===== src/logic/pin_bus_consts.svh =====
`ifndef PIN_BUS_CONSTS_SVH
`define PIN_BUS_CONSTS_SVH

// Width of one pin lane, one byte per beat
`define PIN_BUS_LANE_W 8

// Width of an APB data word and address
`define PIN_BUS_WORD_W 32

// Beats needed to move one word over a lane
`define PIN_BUS_BEATS 4

// Width of the beat counter
`define PIN_BUS_CNT_W 3

`endif


===== src/logic/pin_bus_pkg.sv =====
`default_nettype none

`include "pin_bus_consts.svh"

package pin_bus_pkg;

  // Byte address split into word index and byte offset
  typedef struct packed {
    logic [`PIN_BUS_WORD_W-3:0] word_idx;  // Word address
    logic [1:0]                 byte_off;  // Must be zero for a legal access
  } bus_addr_t;

  // One data word as seen on the APB port
  typedef logic [`PIN_BUS_WORD_W-1:0] bus_word_t;

  // Bridge sequencing states
  typedef enum logic [2:0] {
    IDLE,   // Waiting for an APB access phase
    ADDR,   // Address beats, plus write data on a write
    RDATA,  // Read beats from the device
    DONE,   // One cycle of pready
    ERR     // One cycle of pready with pslverr
  } bridge_state_t;

endpackage

`default_nettype wire


===== src/logic/beat_counter.sv =====
`default_nettype none

`include "pin_bus_consts.svh"

module beat_counter (
  input  logic clk,
  input  logic rst,
  input  logic cnt_load,
  output logic cnt_last
);

  logic [`PIN_BUS_CNT_W-1:0] cnt;  // Beats left in the phase after this one

  // Zero means the current beat closes the phase
  assign cnt_last = (cnt == '0);

  always_ff @(posedge clk) begin
    if (rst) begin
      cnt <= '0;
    end else if (cnt_load) begin
      cnt <= `PIN_BUS_CNT_W'(`PIN_BUS_BEATS - 1);
    end else if (cnt != '0) begin
      cnt <= cnt - 1'b1;  // Holds at zero between phases
    end
  end

endmodule

`default_nettype wire


===== src/logic/bridge_fsm.sv =====
`default_nettype none

module bridge_fsm (
  input  logic       clk,
  input  logic       rst,
  input  logic       psel,
  input  logic       penable,
  input  logic       pwrite,
  input  logic [1:0] addr_offset,
  input  logic       cnt_last,
  output logic       cnt_load,
  output logic       ser_load,
  output logic       ser_shift,
  output logic       capture,
  output logic       pin_strobe,
  output logic       pin_rw,
  output logic       pin_oe,
  output logic       pready,
  output logic       pslverr
);

  import pin_bus_pkg::*;

  bridge_state_t state;
  bridge_state_t next_state;

  logic accept;      // APB access phase seen while idle
  logic frame_next;  // Next cycle is a pin beat
  logic rw_next;     // Direction for the next cycle

  assign accept = (state == IDLE) && psel && penable;

  always_comb begin
    next_state = state;
    case (state)
      IDLE: begin
        if (accept) begin
          if (addr_offset != 2'b00) begin
            next_state = ERR;  // Unaligned, no pin activity
          end else begin
            next_state = ADDR;
          end
        end
      end
      ADDR: begin
        if (cnt_last) begin
          next_state = pin_rw ? DONE : RDATA;
        end
      end
      RDATA: begin
        if (cnt_last) begin
          next_state = DONE;
        end
      end
      DONE: next_state = IDLE;
      ERR: next_state = IDLE;
      default: next_state = IDLE;
    endcase
  end

  // Lanes and counter start on acceptance of an aligned request
  assign ser_load  = accept && (addr_offset == 2'b00);
  assign ser_shift = (state == ADDR);
  assign capture   = (state == RDATA);

  // Counter restarts for the first phase and again for the read beats
  assign cnt_load = ser_load || ((state == ADDR) && cnt_last && !pin_rw);

  assign frame_next = (next_state == ADDR) || (next_state == RDATA);

  always_comb begin
    if (ser_load) begin
      rw_next = pwrite;  // Direction is latched for the whole frame
    end else if (frame_next) begin
      rw_next = pin_rw;
    end else begin
      rw_next = 1'b0;
    end
  end

  always_ff @(posedge clk) begin
    if (rst) begin
      state      <= IDLE;
      pin_strobe <= 1'b0;
      pin_rw     <= 1'b0;
      pin_oe     <= 1'b0;
      pready     <= 1'b0;
      pslverr    <= 1'b0;
    end else begin
      state      <= next_state;
      pin_strobe <= frame_next;
      pin_rw     <= rw_next;
      pin_oe     <= (next_state == ADDR) && rw_next;  // Write beats only
      pready     <= (next_state == DONE) || (next_state == ERR);
      pslverr    <= (next_state == ERR);
    end
  end

endmodule

`default_nettype wire


===== src/logic/lane_deserializer.sv =====
`default_nettype none

`include "pin_bus_consts.svh"

module lane_deserializer (
  input  logic                       clk,
  input  logic                       rst,
  input  logic                       capture,
  input  logic [`PIN_BUS_LANE_W-1:0] lane,
  output pin_bus_pkg::bus_word_t     word
);

  // New bytes enter at the top and walk down, so the first
  // byte of the frame ends up in the least significant lane
  always_ff @(posedge clk) begin
    if (rst) begin
      word <= '0;
    end else if (capture) begin
      word <= {lane, word[`PIN_BUS_WORD_W-1:`PIN_BUS_LANE_W]};
    end
  end

endmodule

`default_nettype wire


===== src/logic/lane_serializer.sv =====
`default_nettype none

`include "pin_bus_consts.svh"

module lane_serializer #(
  parameter type payload_t = pin_bus_pkg::bus_word_t
) (
  input  logic                       clk,
  input  logic                       rst,
  input  logic                       load,
  input  logic                       shift,
  input  payload_t                   payload,
  output logic [`PIN_BUS_LANE_W-1:0] lane
);

  localparam int payload_w = $bits(payload_t);

  logic [payload_w-1:0] payload_bits;  // Payload viewed as a flat vector
  logic [payload_w-1:0] rest;          // Bytes still waiting for the lane

  assign payload_bits = payload;

  // Each shift pulls zeros in from the top, so the lane
  // drops to zero once the last byte has gone out
  always_ff @(posedge clk) begin
    if (rst) begin
      lane <= '0;
      rest <= '0;
    end else if (load) begin
      lane <= payload_bits[`PIN_BUS_LANE_W-1:0];  // Low byte first
      rest <= payload_bits >> `PIN_BUS_LANE_W;
    end else if (shift) begin
      lane <= rest[`PIN_BUS_LANE_W-1:0];
      rest <= rest >> `PIN_BUS_LANE_W;
    end
  end

endmodule

`default_nettype wire


===== src/logic/pin_bus_bridge.sv =====
`default_nettype none

`include "pin_bus_consts.svh"

module pin_bus_bridge (
  input  logic                       clk,
  input  logic                       rst,
  // APB completer port
  input  logic                       psel,
  input  logic                       penable,
  input  logic                       pwrite,
  input  pin_bus_pkg::bus_addr_t     paddr,
  input  pin_bus_pkg::bus_word_t     pwdata,
  output logic                       pready,
  output pin_bus_pkg::bus_word_t     prdata,
  output logic                       pslverr,
  // External device pins
  output logic [`PIN_BUS_LANE_W-1:0] pin_addr,
  output logic [`PIN_BUS_LANE_W-1:0] pin_wdata,
  input  logic [`PIN_BUS_LANE_W-1:0] pin_rdata,
  output logic                       pin_strobe,
  output logic                       pin_rw,
  output logic                       pin_oe
);

  import pin_bus_pkg::*;

  logic cnt_load;   // Restart the beat counter
  logic cnt_last;   // Final beat of a phase
  logic ser_load;   // Capture address and write data
  logic ser_shift;  // Next byte onto the output lanes
  logic capture;    // Sample the read lane

  bridge_fsm i_bridge_fsm (
    .clk         (clk),
    .rst         (rst),
    .psel        (psel),
    .penable     (penable),
    .pwrite      (pwrite),
    .addr_offset (paddr.byte_off),
    .cnt_last    (cnt_last),
    .cnt_load    (cnt_load),
    .ser_load    (ser_load),
    .ser_shift   (ser_shift),
    .capture     (capture),
    .pin_strobe  (pin_strobe),
    .pin_rw      (pin_rw),
    .pin_oe      (pin_oe),
    .pready      (pready),
    .pslverr     (pslverr)
  );

  beat_counter i_beat_counter (
    .clk      (clk),
    .rst      (rst),
    .cnt_load (cnt_load),
    .cnt_last (cnt_last)
  );

  // Address goes out on every frame
  lane_serializer #(
    .payload_t (bus_addr_t)
  ) i_addr_lane (
    .clk     (clk),
    .rst     (rst),
    .load    (ser_load),
    .shift   (ser_shift),
    .payload (paddr),
    .lane    (pin_addr)
  );

  // Write data lane, only qualified by pin_oe
  lane_serializer #(
    .payload_t (bus_word_t)
  ) i_wdata_lane (
    .clk     (clk),
    .rst     (rst),
    .load    (ser_load),
    .shift   (ser_shift),
    .payload (pwdata),
    .lane    (pin_wdata)
  );

  lane_deserializer i_rdata_lane (
    .clk     (clk),
    .rst     (rst),
    .capture (capture),
    .lane    (pin_rdata),
    .word    (prdata)  // Valid when pready rises on a read
  );

endmodule

`default_nettype wire


===== config.mk =====
export PLATFORM = sky130hd
export DESIGN_NAME = pin_bus_bridge
export DESIGN_NICKNAME = d
export VERILOG_FILES = /design/src/logic/pin_bus_pkg.sv /design/src/logic/beat_counter.sv /design/src/logic/bridge_fsm.sv /design/src/logic/lane_deserializer.sv /design/src/logic/lane_serializer.sv /design/src/logic/pin_bus_bridge.sv
export VERILOG_INCLUDE_DIRS = /design/src /design/src/logic
export SDC_FILE = /design/constraint.sdc
export NUM_CORES = 1
export LEC_CHECK = 0
export ABC_AREA = 1
export BUFFER_PORTS_ARGS = -buffer_cell sky130_fd_sc_hd__buf_2
export CAP_MARGIN = 10
export CORE_ASPECT_RATIO = 0.6
export CORE_MARGIN = 8
export CORE_UTILIZATION = 35
export CTS_CLUSTER_SIZE = 20
export DETAILED_ROUTE_END_ITERATION = 8
export PLACE_DENSITY_LB_ADDON = 0.25
export SETUP_SLACK_MARGIN = 0.5
export SLEW_MARGIN = 20
export SYNTH_ARGS = -nofsm -noshare
export SYNTH_HDL_FRONTEND = slang
export SYNTH_HIERARCHICAL = 1
export SYNTH_SLANG_ARGS = --single-unit

===== constraint.sdc =====
create_clock -name clk -period 2.12 [get_ports clk]
set_clock_uncertainty 0.15 [all_clocks]
set_input_delay 0.318 -clock clk [delete_from_list [all_inputs] [get_ports clk]]
set_output_delay 0.318 -clock clk [all_outputs]
set_load 0.02 [all_outputs]

; Word level (Yosys, flattened, before mapping)
; Index checks and enable logic that the tools add are counted.
[word_totals]
regBits = 107
in_bits = 77
word_cells = 56
[classes]
addsub = 1
eq_ne = 6
mux = 18
n_reduce_logical = 18
[op_table]
columns = op, n
row1 = 24-bit 2-to-1 mux, 4
row2 = 8-bit 2-to-1 mux, 4
row3 = 3-bit 2-to-1 mux, 4
row4 = "3-bit by 2-bit == test with 1-bit output, second input constant", 3
row5 = 3-bit case mux with 3 select lines, 1
row6 = "3-bit by 1-bit == test with 1-bit output, second input constant", 2
row7 = 1-bit logical AND, 6
row8 = 3-bit logical NOT, 2
row9 = 2-bit nonzero test, 3
row10 = 2-bit 2-to-1 mux, 2
row11 = "3-bit == test, second input constant", 1
row12 = 1-bit logical OR, 3
row13 = 1-bit 2-to-1 mux, 3
row14 = 3-bit nonzero test, 1
row15 = "3-bit by 1-bit subtractor with 3-bit output, second input constant", 1
row16 = 2-bit logical NOT, 1
row17 = 2-bit OR reduction, 1
row18 = 1-bit logical NOT, 1

; Depth between registers and ports, before layout
; Gate-level depths: netlist (run 1).
[depth]
word_depth = 10
depth_mapped = 12
ltp_nobuf = 12

; Cells and area by module
; The synthesis (run 1) kept the hierarchy.
[by_module_without_submodules]
columns = mod, instances, cells_per_inst, area_per_inst_um2, seq_area_each_um2
row1 = lane_serializer, 2, 230, 1514.0, 640.6
row2 = lane_deserializer, 1, 203, 1475.2, 640.6
row3 = bridge_fsm, 1, 49, 389.1, 160.2
row4 = beat_counter, 1, 26, 177.7, 60.1

; Worst setup path after synthesis (run 1)
; No wires, ideal clock.
[synth_path]
path_kind = input port to flip-flop
from = in paddr[1] (netlist bit)
to = reg i_addr_lane.lane[0]
arrival_ps = 1345
required_ps = 1861
slack_ps = 516
stages = 10
cell_sequence = nor2_2 inv_1 nor3_2 buf_6 inv_2 buf_6 nand3_1 nand3_1 nand2_1 inv_1
[synth_between]
elab_chain_len = 3
[synth_rtl]
columns = element, line_no
row1 = "start, declared", pin_bus_bridge.sv:12  ; input pin_bus_pkg::bus_addr_t paddr,
row2 = 2-bit logical NOT (*), bridge_fsm.sv:62  ; assign ser_load = accept && (addr_offset == 2'b00);
row3 = 1-bit logical AND (*), bridge_fsm.sv:62
row4 = net ser_load, pin_bus_bridge.sv:30  ; logic ser_load;
row5 = 8-bit 2-to-1 mux / 2-bit nonzero test (equally long branches), --
row6 = "end signal, assigned", lane_serializer.sv:30  ; lane <= payload_bits[`PIN_BUS_LANE_W-1:0];
row7 = "end signal, assigned", lane_serializer.sv:33  ; lane <= rest[`PIN_BUS_LANE_W-1:0];
row8 = "end, declared", lane_serializer.sv:13  ; output logic [`PIN_BUS_LANE_W-1:0] lane
; Mark *: on every way through the listed nets, which the timed path passes. The rest lies on a longest branch.
; A chain may end at the register's enable or synchronous reset.

; Final worst setup path (run 1)
[layout_path]
from = reg i_bridge_fsm.state[2]
to = reg i_wdata_lane.rest[7]
[layout_between]
elab_chain_len = 5
[layout_rtl]
columns = element, line_no
row1 = "start, declared", bridge_fsm.sv:24  ; bridge_state_t state;
row2 = "start signal, assigned", bridge_fsm.sv:90  ; state <= next_state;
row3 = 3-bit logical NOT (*), bridge_fsm.sv:31  ; assign accept = (state == IDLE) && psel && penable;
row4 = 1-bit logical AND (*) (2 in series), bridge_fsm.sv:31
row5 = 1-bit logical AND (*), bridge_fsm.sv:62
row6 = net ser_load, pin_bus_bridge.sv:30
row7 = 24-bit 2-to-1 mux / 2-bit nonzero test (equally long branches), --
row8 = "end signal, assigned", lane_serializer.sv:31  ; rest <= payload_bits >> `PIN_BUS_LANE_W;
row9 = "end signal, assigned", lane_serializer.sv:34  ; rest <= rest >> `PIN_BUS_LANE_W;
row10 = "end, declared", lane_serializer.sv:19  ; logic [payload_w-1:0] rest;
; Marks and branches as above.

==> results of run 1 <==
final cells by class:
type / instances / area (µm²)
fillers: 1543 / 7710
multi-input cells: 493 / 2470
flip-flops and latches: 107 / 2160
repair buffers: 162 / 1080
inverters: 102 / 395
well taps: 198 / 248
clock buffers: 11 / 233
clock inverters: 5 / 40.0
power groups by stage:
stage	Combinational, mW	Sequential, mW	Clock (mW)
after floorplan	0.575	2.28	0
after global placement	0.810	2.23	0
after detailed placement	0.814	2.23	0
after CTS	0.897	2.19	1.63
after global routing	1.17	2.21	1.71
final	1.06	2.19	1.56
cell families (layout without fill, tap and decap cells):
| family | after synthesis | count (layout) | share of synthesized area (%) |
|---|---|---|---|
| flip-flops | 107 | 107 | 42.3 |
| AO/OA/AOI/OAI | 44 | 44 | 4.42 |
| adder cells (fa/ha/maj) | 2 | 2 | 0.494 |
| AND/OR/NAND/NOR | 442 | 446 | 38.0 |
| XOR/XNOR | 1 | 1 | 0.173 |
| buffers and inverters | 142 | 280 | 14.7 |
final timing paths:
| path | start | to | cells past startpoint |
|---|---|---|---|
| max | i_bridge_fsm/state[2] | i_wdata_lane/rest[7] | 9 |
| min | paddr[30] | i_addr_lane/rest[22] | 3 |
| max reg2reg | i_bridge_fsm/state[2] | i_wdata_lane/rest[7] | 9 |
| min reg2reg | i_wdata_lane/rest[18] | i_wdata_lane/rest[18] | 2 |
metrics by stage:
step	total power, mW	worst slack (ns)	std cells	hold WS [ns]	utilization (%)
after floorplan	2.85	0.516	738	0.237	-
after global placement	3.04	0.251	1034	0.303	39.9
after detailed placement	3.04	0.228	1034	0.304	39.9
after CTS	4.71	0.465	1064	0.0521	43.5
after global routing	5.09	0.373	1078	0.0713	46.2
final	4.81	0.435	1078	0.0751	46.2
registers in the layout, summed over array words and instances, names as in the netlist:
| register | flops |
|---|---|
| i_wdata_lane/rest | 24 |
| i_bridge_fsm/pin_oe | 1 |
| i_bridge_fsm/state | 3 |
| i_bridge_fsm/pready | 1 |
| i_wdata_lane/lane | 8 |
| i_bridge_fsm/pin_strobe | 1 |
| i_bridge_fsm/pin_rw | 1 |
| i_rdata_lane/word | 32 |
| i_addr_lane/lane | 8 |
| i_beat_counter/cnt | 3 |
| i_addr_lane/rest | 24 |
| i_bridge_fsm/pslverr | 1 |
critical path: stages, from the launching register on:
cell	delay, ns
dfxtp_4	0.36
nor2_4	0.14
nand2_4	0.07
nor3_4	0.19
buf_12	0.19
buf_12	0.15
nor2_4	0.06
buf_12	0.15
nand2_2	0.06
a21oi_2	0.05
cell usage in the layout (no fill, tap or decap), drive strengths merged:
master / instances
nor3: 2
ha: 2
nand3: 58
o21ai: 1
clkinvlp: 3
buf: 160
bufbuf: 1
xnor2: 1
a21oi: 43
nor2: 79
clkbuf: 12
dfxtp: 107
nand2: 305
nand4: 2
clkinv: 2
inv: 102
repair_timing:
action                                 4_1_cts  5_1_grt
gates resized for setup                     27       66
gates cloned                                 5        2
buffers inserted                             9       12
setup endpoints to repair                   67       71
hold buffers                                 0        0
endpoints found under the hold margin        0        0
pin swaps                                   13       16
routing by layer:
metal  track usage [%]  vias to the layer above
li1                  -                     2483
met1              20.7                     2095
met2              21.2                       91
met3              4.01                        6
met4              3.21                        0
met5                 0                        -
==> flow_summary.toml, run 1 <==
[timing]
finalCriticalPeriod_ns = 1.69
grt_setup_unrepaired = "yes"
period_share_pct = 79.5
max_freq_mhz = 593
tns_ns = 0
setup_viol = 0
hold_viol = 0
maxSlewHeadroom_pct = 70.0
worst_slew_pin_slew_ns = 0.450
slew_viol_final = 0

[power_and_ir_drop]
power.density_nw_per_um2 = 726
p_sw_share_pct = 29.9
internal_power_mw = 3.37
p_seq_share_pct = 45.6
pwr-share-clk_pct = 32.4
ir_worst_vdd_mv = 0.339
leakage_nw = 3.26
comb_power_share_pct = 22.0
power.switching_mw = 1.44

[worst_setup_path]
cp_data_required_time_ns = 2.19
cp-end-kind = "flip-flop"
cp_max_fo = 8
startpoint_type = "flip-flop"
setup.worst_path.class = "flip-flop to flip-flop"
worst_ep_arrival_time_ns = 1.75
r2r_setup_slack_ns = 0.43

[route]
wl_um = 14100
drcViolationCount = 0
routed.top_layer = "met4"
antenna_left = 0
drt_pass1_iterations = 4
first_iter_violations = 278
vias = 4675
wl_met2_um = 6120
wl_met1_um = 7200
wl_per_cell_um = 13.1
routed_via_density = 4.34
wl_met3_um = 699

[global_route]
grt_pass1_vias = 4363
grt_use_total_pct = 14.5
antenna_found_initial = 0
grt_max_degree = 65
overflow = 0
grt_pass1_wl_um = 21900

[yosys]
postSynthCellCount = 738
synth_area_um2 = 5070
syn_avg_cell_area_um2 = 6.87
yosys-top-cells-area = "dfxtp_1 (42%), nand2_1 (21%), inv_1 (7.2%), nand3_1 (5.6%), a21oi_1 (4.1%)"
synth_cell_types = 28
ys_ff_latch = 107
synth_edf_count = 0
ys.flop_type = "dfxtp_1"
yosysWarnings = 6
yosys-top-cells-count = "nand2_1 (279), dfxtp_1 (107), inv_1 (97), nand3_1 (57), nor2_1 (50)"
synthArstFlopShare_pct = 0
synth.most_common_cell = "nand2_1"
yosys.area.top_type_share_pct = 42.3
syn_nets = 817
ys_seq_area_share_pct = 42.3
synth_top_area_cell = "dfxtp_1"

[die]
coreArea_um2 = 14300
initial_core_util_pct = 35.4
die_h_um = 109
die_area_um2 = 18700
rows = 34
ios = 130
die_x_um = 171

[place]
place.gp.congestion = 0.775
hpwlAfterDp_um = 9030
post_dp_cell_area_um2 = 5720
io_buffers = 129

[cts]
numClockSinks = 107
htree_levels = 3
root_buffer = "clkbuf_16"
cts_buffers = 9
path_clk_slew_ns = 0.07
clk_latency_ns = 0.34
cts_tree = "done"
cts_max_path_buffers = 2

[layout]
fin_area_um2 = 6620
drive_above_1_share_pct = 34.0
diodes = 0
fin_nets = 954
syn2layout_area_growth_pct = 30.6

[worst_hold_path]
hold_class = "input port to flip-flop"

[run]
drv_cap = 0

[outcome]
status = "finished clean"
No activity file was read; power rests on OpenSTA's default activity.
==> inputs of run 2 (changes only) <==
clock period = 1.6 ns   (was 2.12 ns; I/O delays follow)
==> run 2 against run 1 <==
The run now ends with negative setup slack left. Non-clock buffer count grew 68. Critical path depth is the same. Combinational power grew 85%. Sequential cell count is the same. Global-route usage grew 1.8 points. Count of clock-buffer cells in the layout shrank 1. Die area is the same. Wire length grew 11%. Worst setup slack lost 0.56 ns. Critical path type unchanged. Largest cell class unchanged.
==> flow_summary.toml, run 2 (synthesis gave the netlist of run 1 again) <==
[worst_setup_path]
setup.worst_path.class = "flip-flop to flip-flop"
worst_ep_arrival_time_ns = 1.80
cp_max_fo = 8
cp-end-kind = "flip-flop"
cp_data_required_time_ns = 1.67
startpoint_type = "flip-flop"

[route]
first_iter_violations = 297
drt_pass1_iterations = 4
vias = 5059
wl_per_cell_um = 13.7
antenna_left = 0
routed_via_density = 4.43
drcViolationCount = 0
wl_um = 15600

[die]
die_h_um = 109
die_area_um2 = 18700
initial_core_util_pct = 35.4
ios = 130
coreArea_um2 = 14300
die_x_um = 171
rows = 34

[timing]
setup_viol = 66
tns_ns = -4.77
maxSlewHeadroom_pct = 70.0
slew_viol_final = 0
period_share_pct = 108
grt_setup_unrepaired = "yes"
finalCriticalPeriod_ns = 1.73
hold_viol = 0
setup_ws_ns = -0.127
worst_slew_pin_slew_ns = 0.450
max_freq_mhz = 579
hold_ws_ns = 0.0217

[place]
place.gp.congestion = 0.792
io_buffers = 129
hpwlAfterDp_um = 9040

[cts]
htree_levels = 3
numClockSinks = 107
clk_latency_ns = 0.34
cts_max_path_buffers = 2
cts_tree = "done"
root_buffer = "clkbuf_16"
cts_buffers = 9
path_clk_slew_ns = 0.07

[layout]
largest_register_ffs = 32
diodes = 0
fin_nets = 1020
top_register = "i_rdata_lane/word"
reg_top3 = "i_rdata_lane/word (32), i_addr_lane/rest (24), i_wdata_lane/rest (24)"
syn2layout_area_growth_pct = 62.7
drive_above_1_share_pct = 50.1
final_core_util_pct = 57.5
layout_common_cells = "nand2_1 (230), inv_1 (91), buf_2 (76), buf_6 (68), buf_4 (53)"
final_common_cell = "nand2_1"

[run]
drv_cap = 0

[global_route]
antenna_found_initial = 0
grt_use_total_pct = 16.2
grt_max_degree = 33
met1_usage_pct = 21.9
use_met3_pct = 3.87
grt_use_met2_pct = 25.7
busiest_layer = "met2"
grt_pass1_wl_um = 24400
grt_pass1_vias = 4849
overflow = 0

[power_and_ir_drop]
ir_worst_vdd_mv = 0.543
totalPowerFinal_mw = 7.07
leakage_nw = 3.87
power.density_nw_per_um2 = 857

[worst_hold_path]
hold_class = "input port to flip-flop"

[outcome]
status = "complete, but fails checks"
failed_checks = "negative setup slack"
## run 2: stage by stage
stage	instances	setup WS, ns	area [µm²]
after floorplan	738	0.0758	5170
after global placement	1048	-0.0689	5970
after detailed placement	1048	-0.0873	5970
after CTS	1122	-0.0291	7750
after global routing	1143	-0.210	8250
final	1143	-0.127	8250
## run 2: area by class of cell
type                    instances  area (µm²)
flip-flops and latches        107        2250
repair buffers                230        2200
inverters                     102         403
fillers                      1280        6090
clock buffers                  10         229
clock inverters                 5        55.1
well taps                     198         248
multi-input cells             491        2870
## run 2: critical path, stage by stage, from the launching register on
cell	delay, ns
dfxtp_4	0.36
nor2_4	0.13
nand2_4	0.07
nor3_4	0.26
buf_6	0.17
buf_16	0.13
nor2_4	0.05
clkbuf_16	0.18
nand2_4	0.06
a21oi_2	0.04
## run 2: report_power, final
part	switching [mW]	leakage [nW]	total (mW)	internal [mW]
Combinational	1.01	2.83	1.96	0.946
Sequential	0.106	0.899	2.92	2.81
Clock	0.996	0.134	2.20	1.20
## run 2: final timing paths
| check | from | endpoint | depth (start not counted) | slack, ns |
|---|---|---|---|---|
| max | i_bridge_fsm/state[2] | i_addr_lane/rest[23] | 9 | -0.13 |
| min | paddr[26] | i_addr_lane/rest[18] | 3 | 0.02 |
| max reg2reg | i_bridge_fsm/state[2] | i_addr_lane/rest[23] | 9 | -0.13 |
| min reg2reg | i_wdata_lane/rest[22] | i_wdata_lane/rest[22] | 2 | 0.32 |
## run 2: routing by layer
layer	up-vias	part of all wire, %	routed length, µm
met1	2314	49	7670
met3	17	4.7	734
li1	2625	-	-
met5	-	0	0
met2	103	45	7060
met4	0	1.2	184
## run 2: repair_timing
item                                    4_1_cts  5_1_grt
setup buffers                                39       20
pin swaps                                    63       22
endpoints found under the setup margin      158      160
hold buffers                                  9        0
hold endpoints to repair                      9        0
cloned                                       11        1
gates resized for setup                     282       84
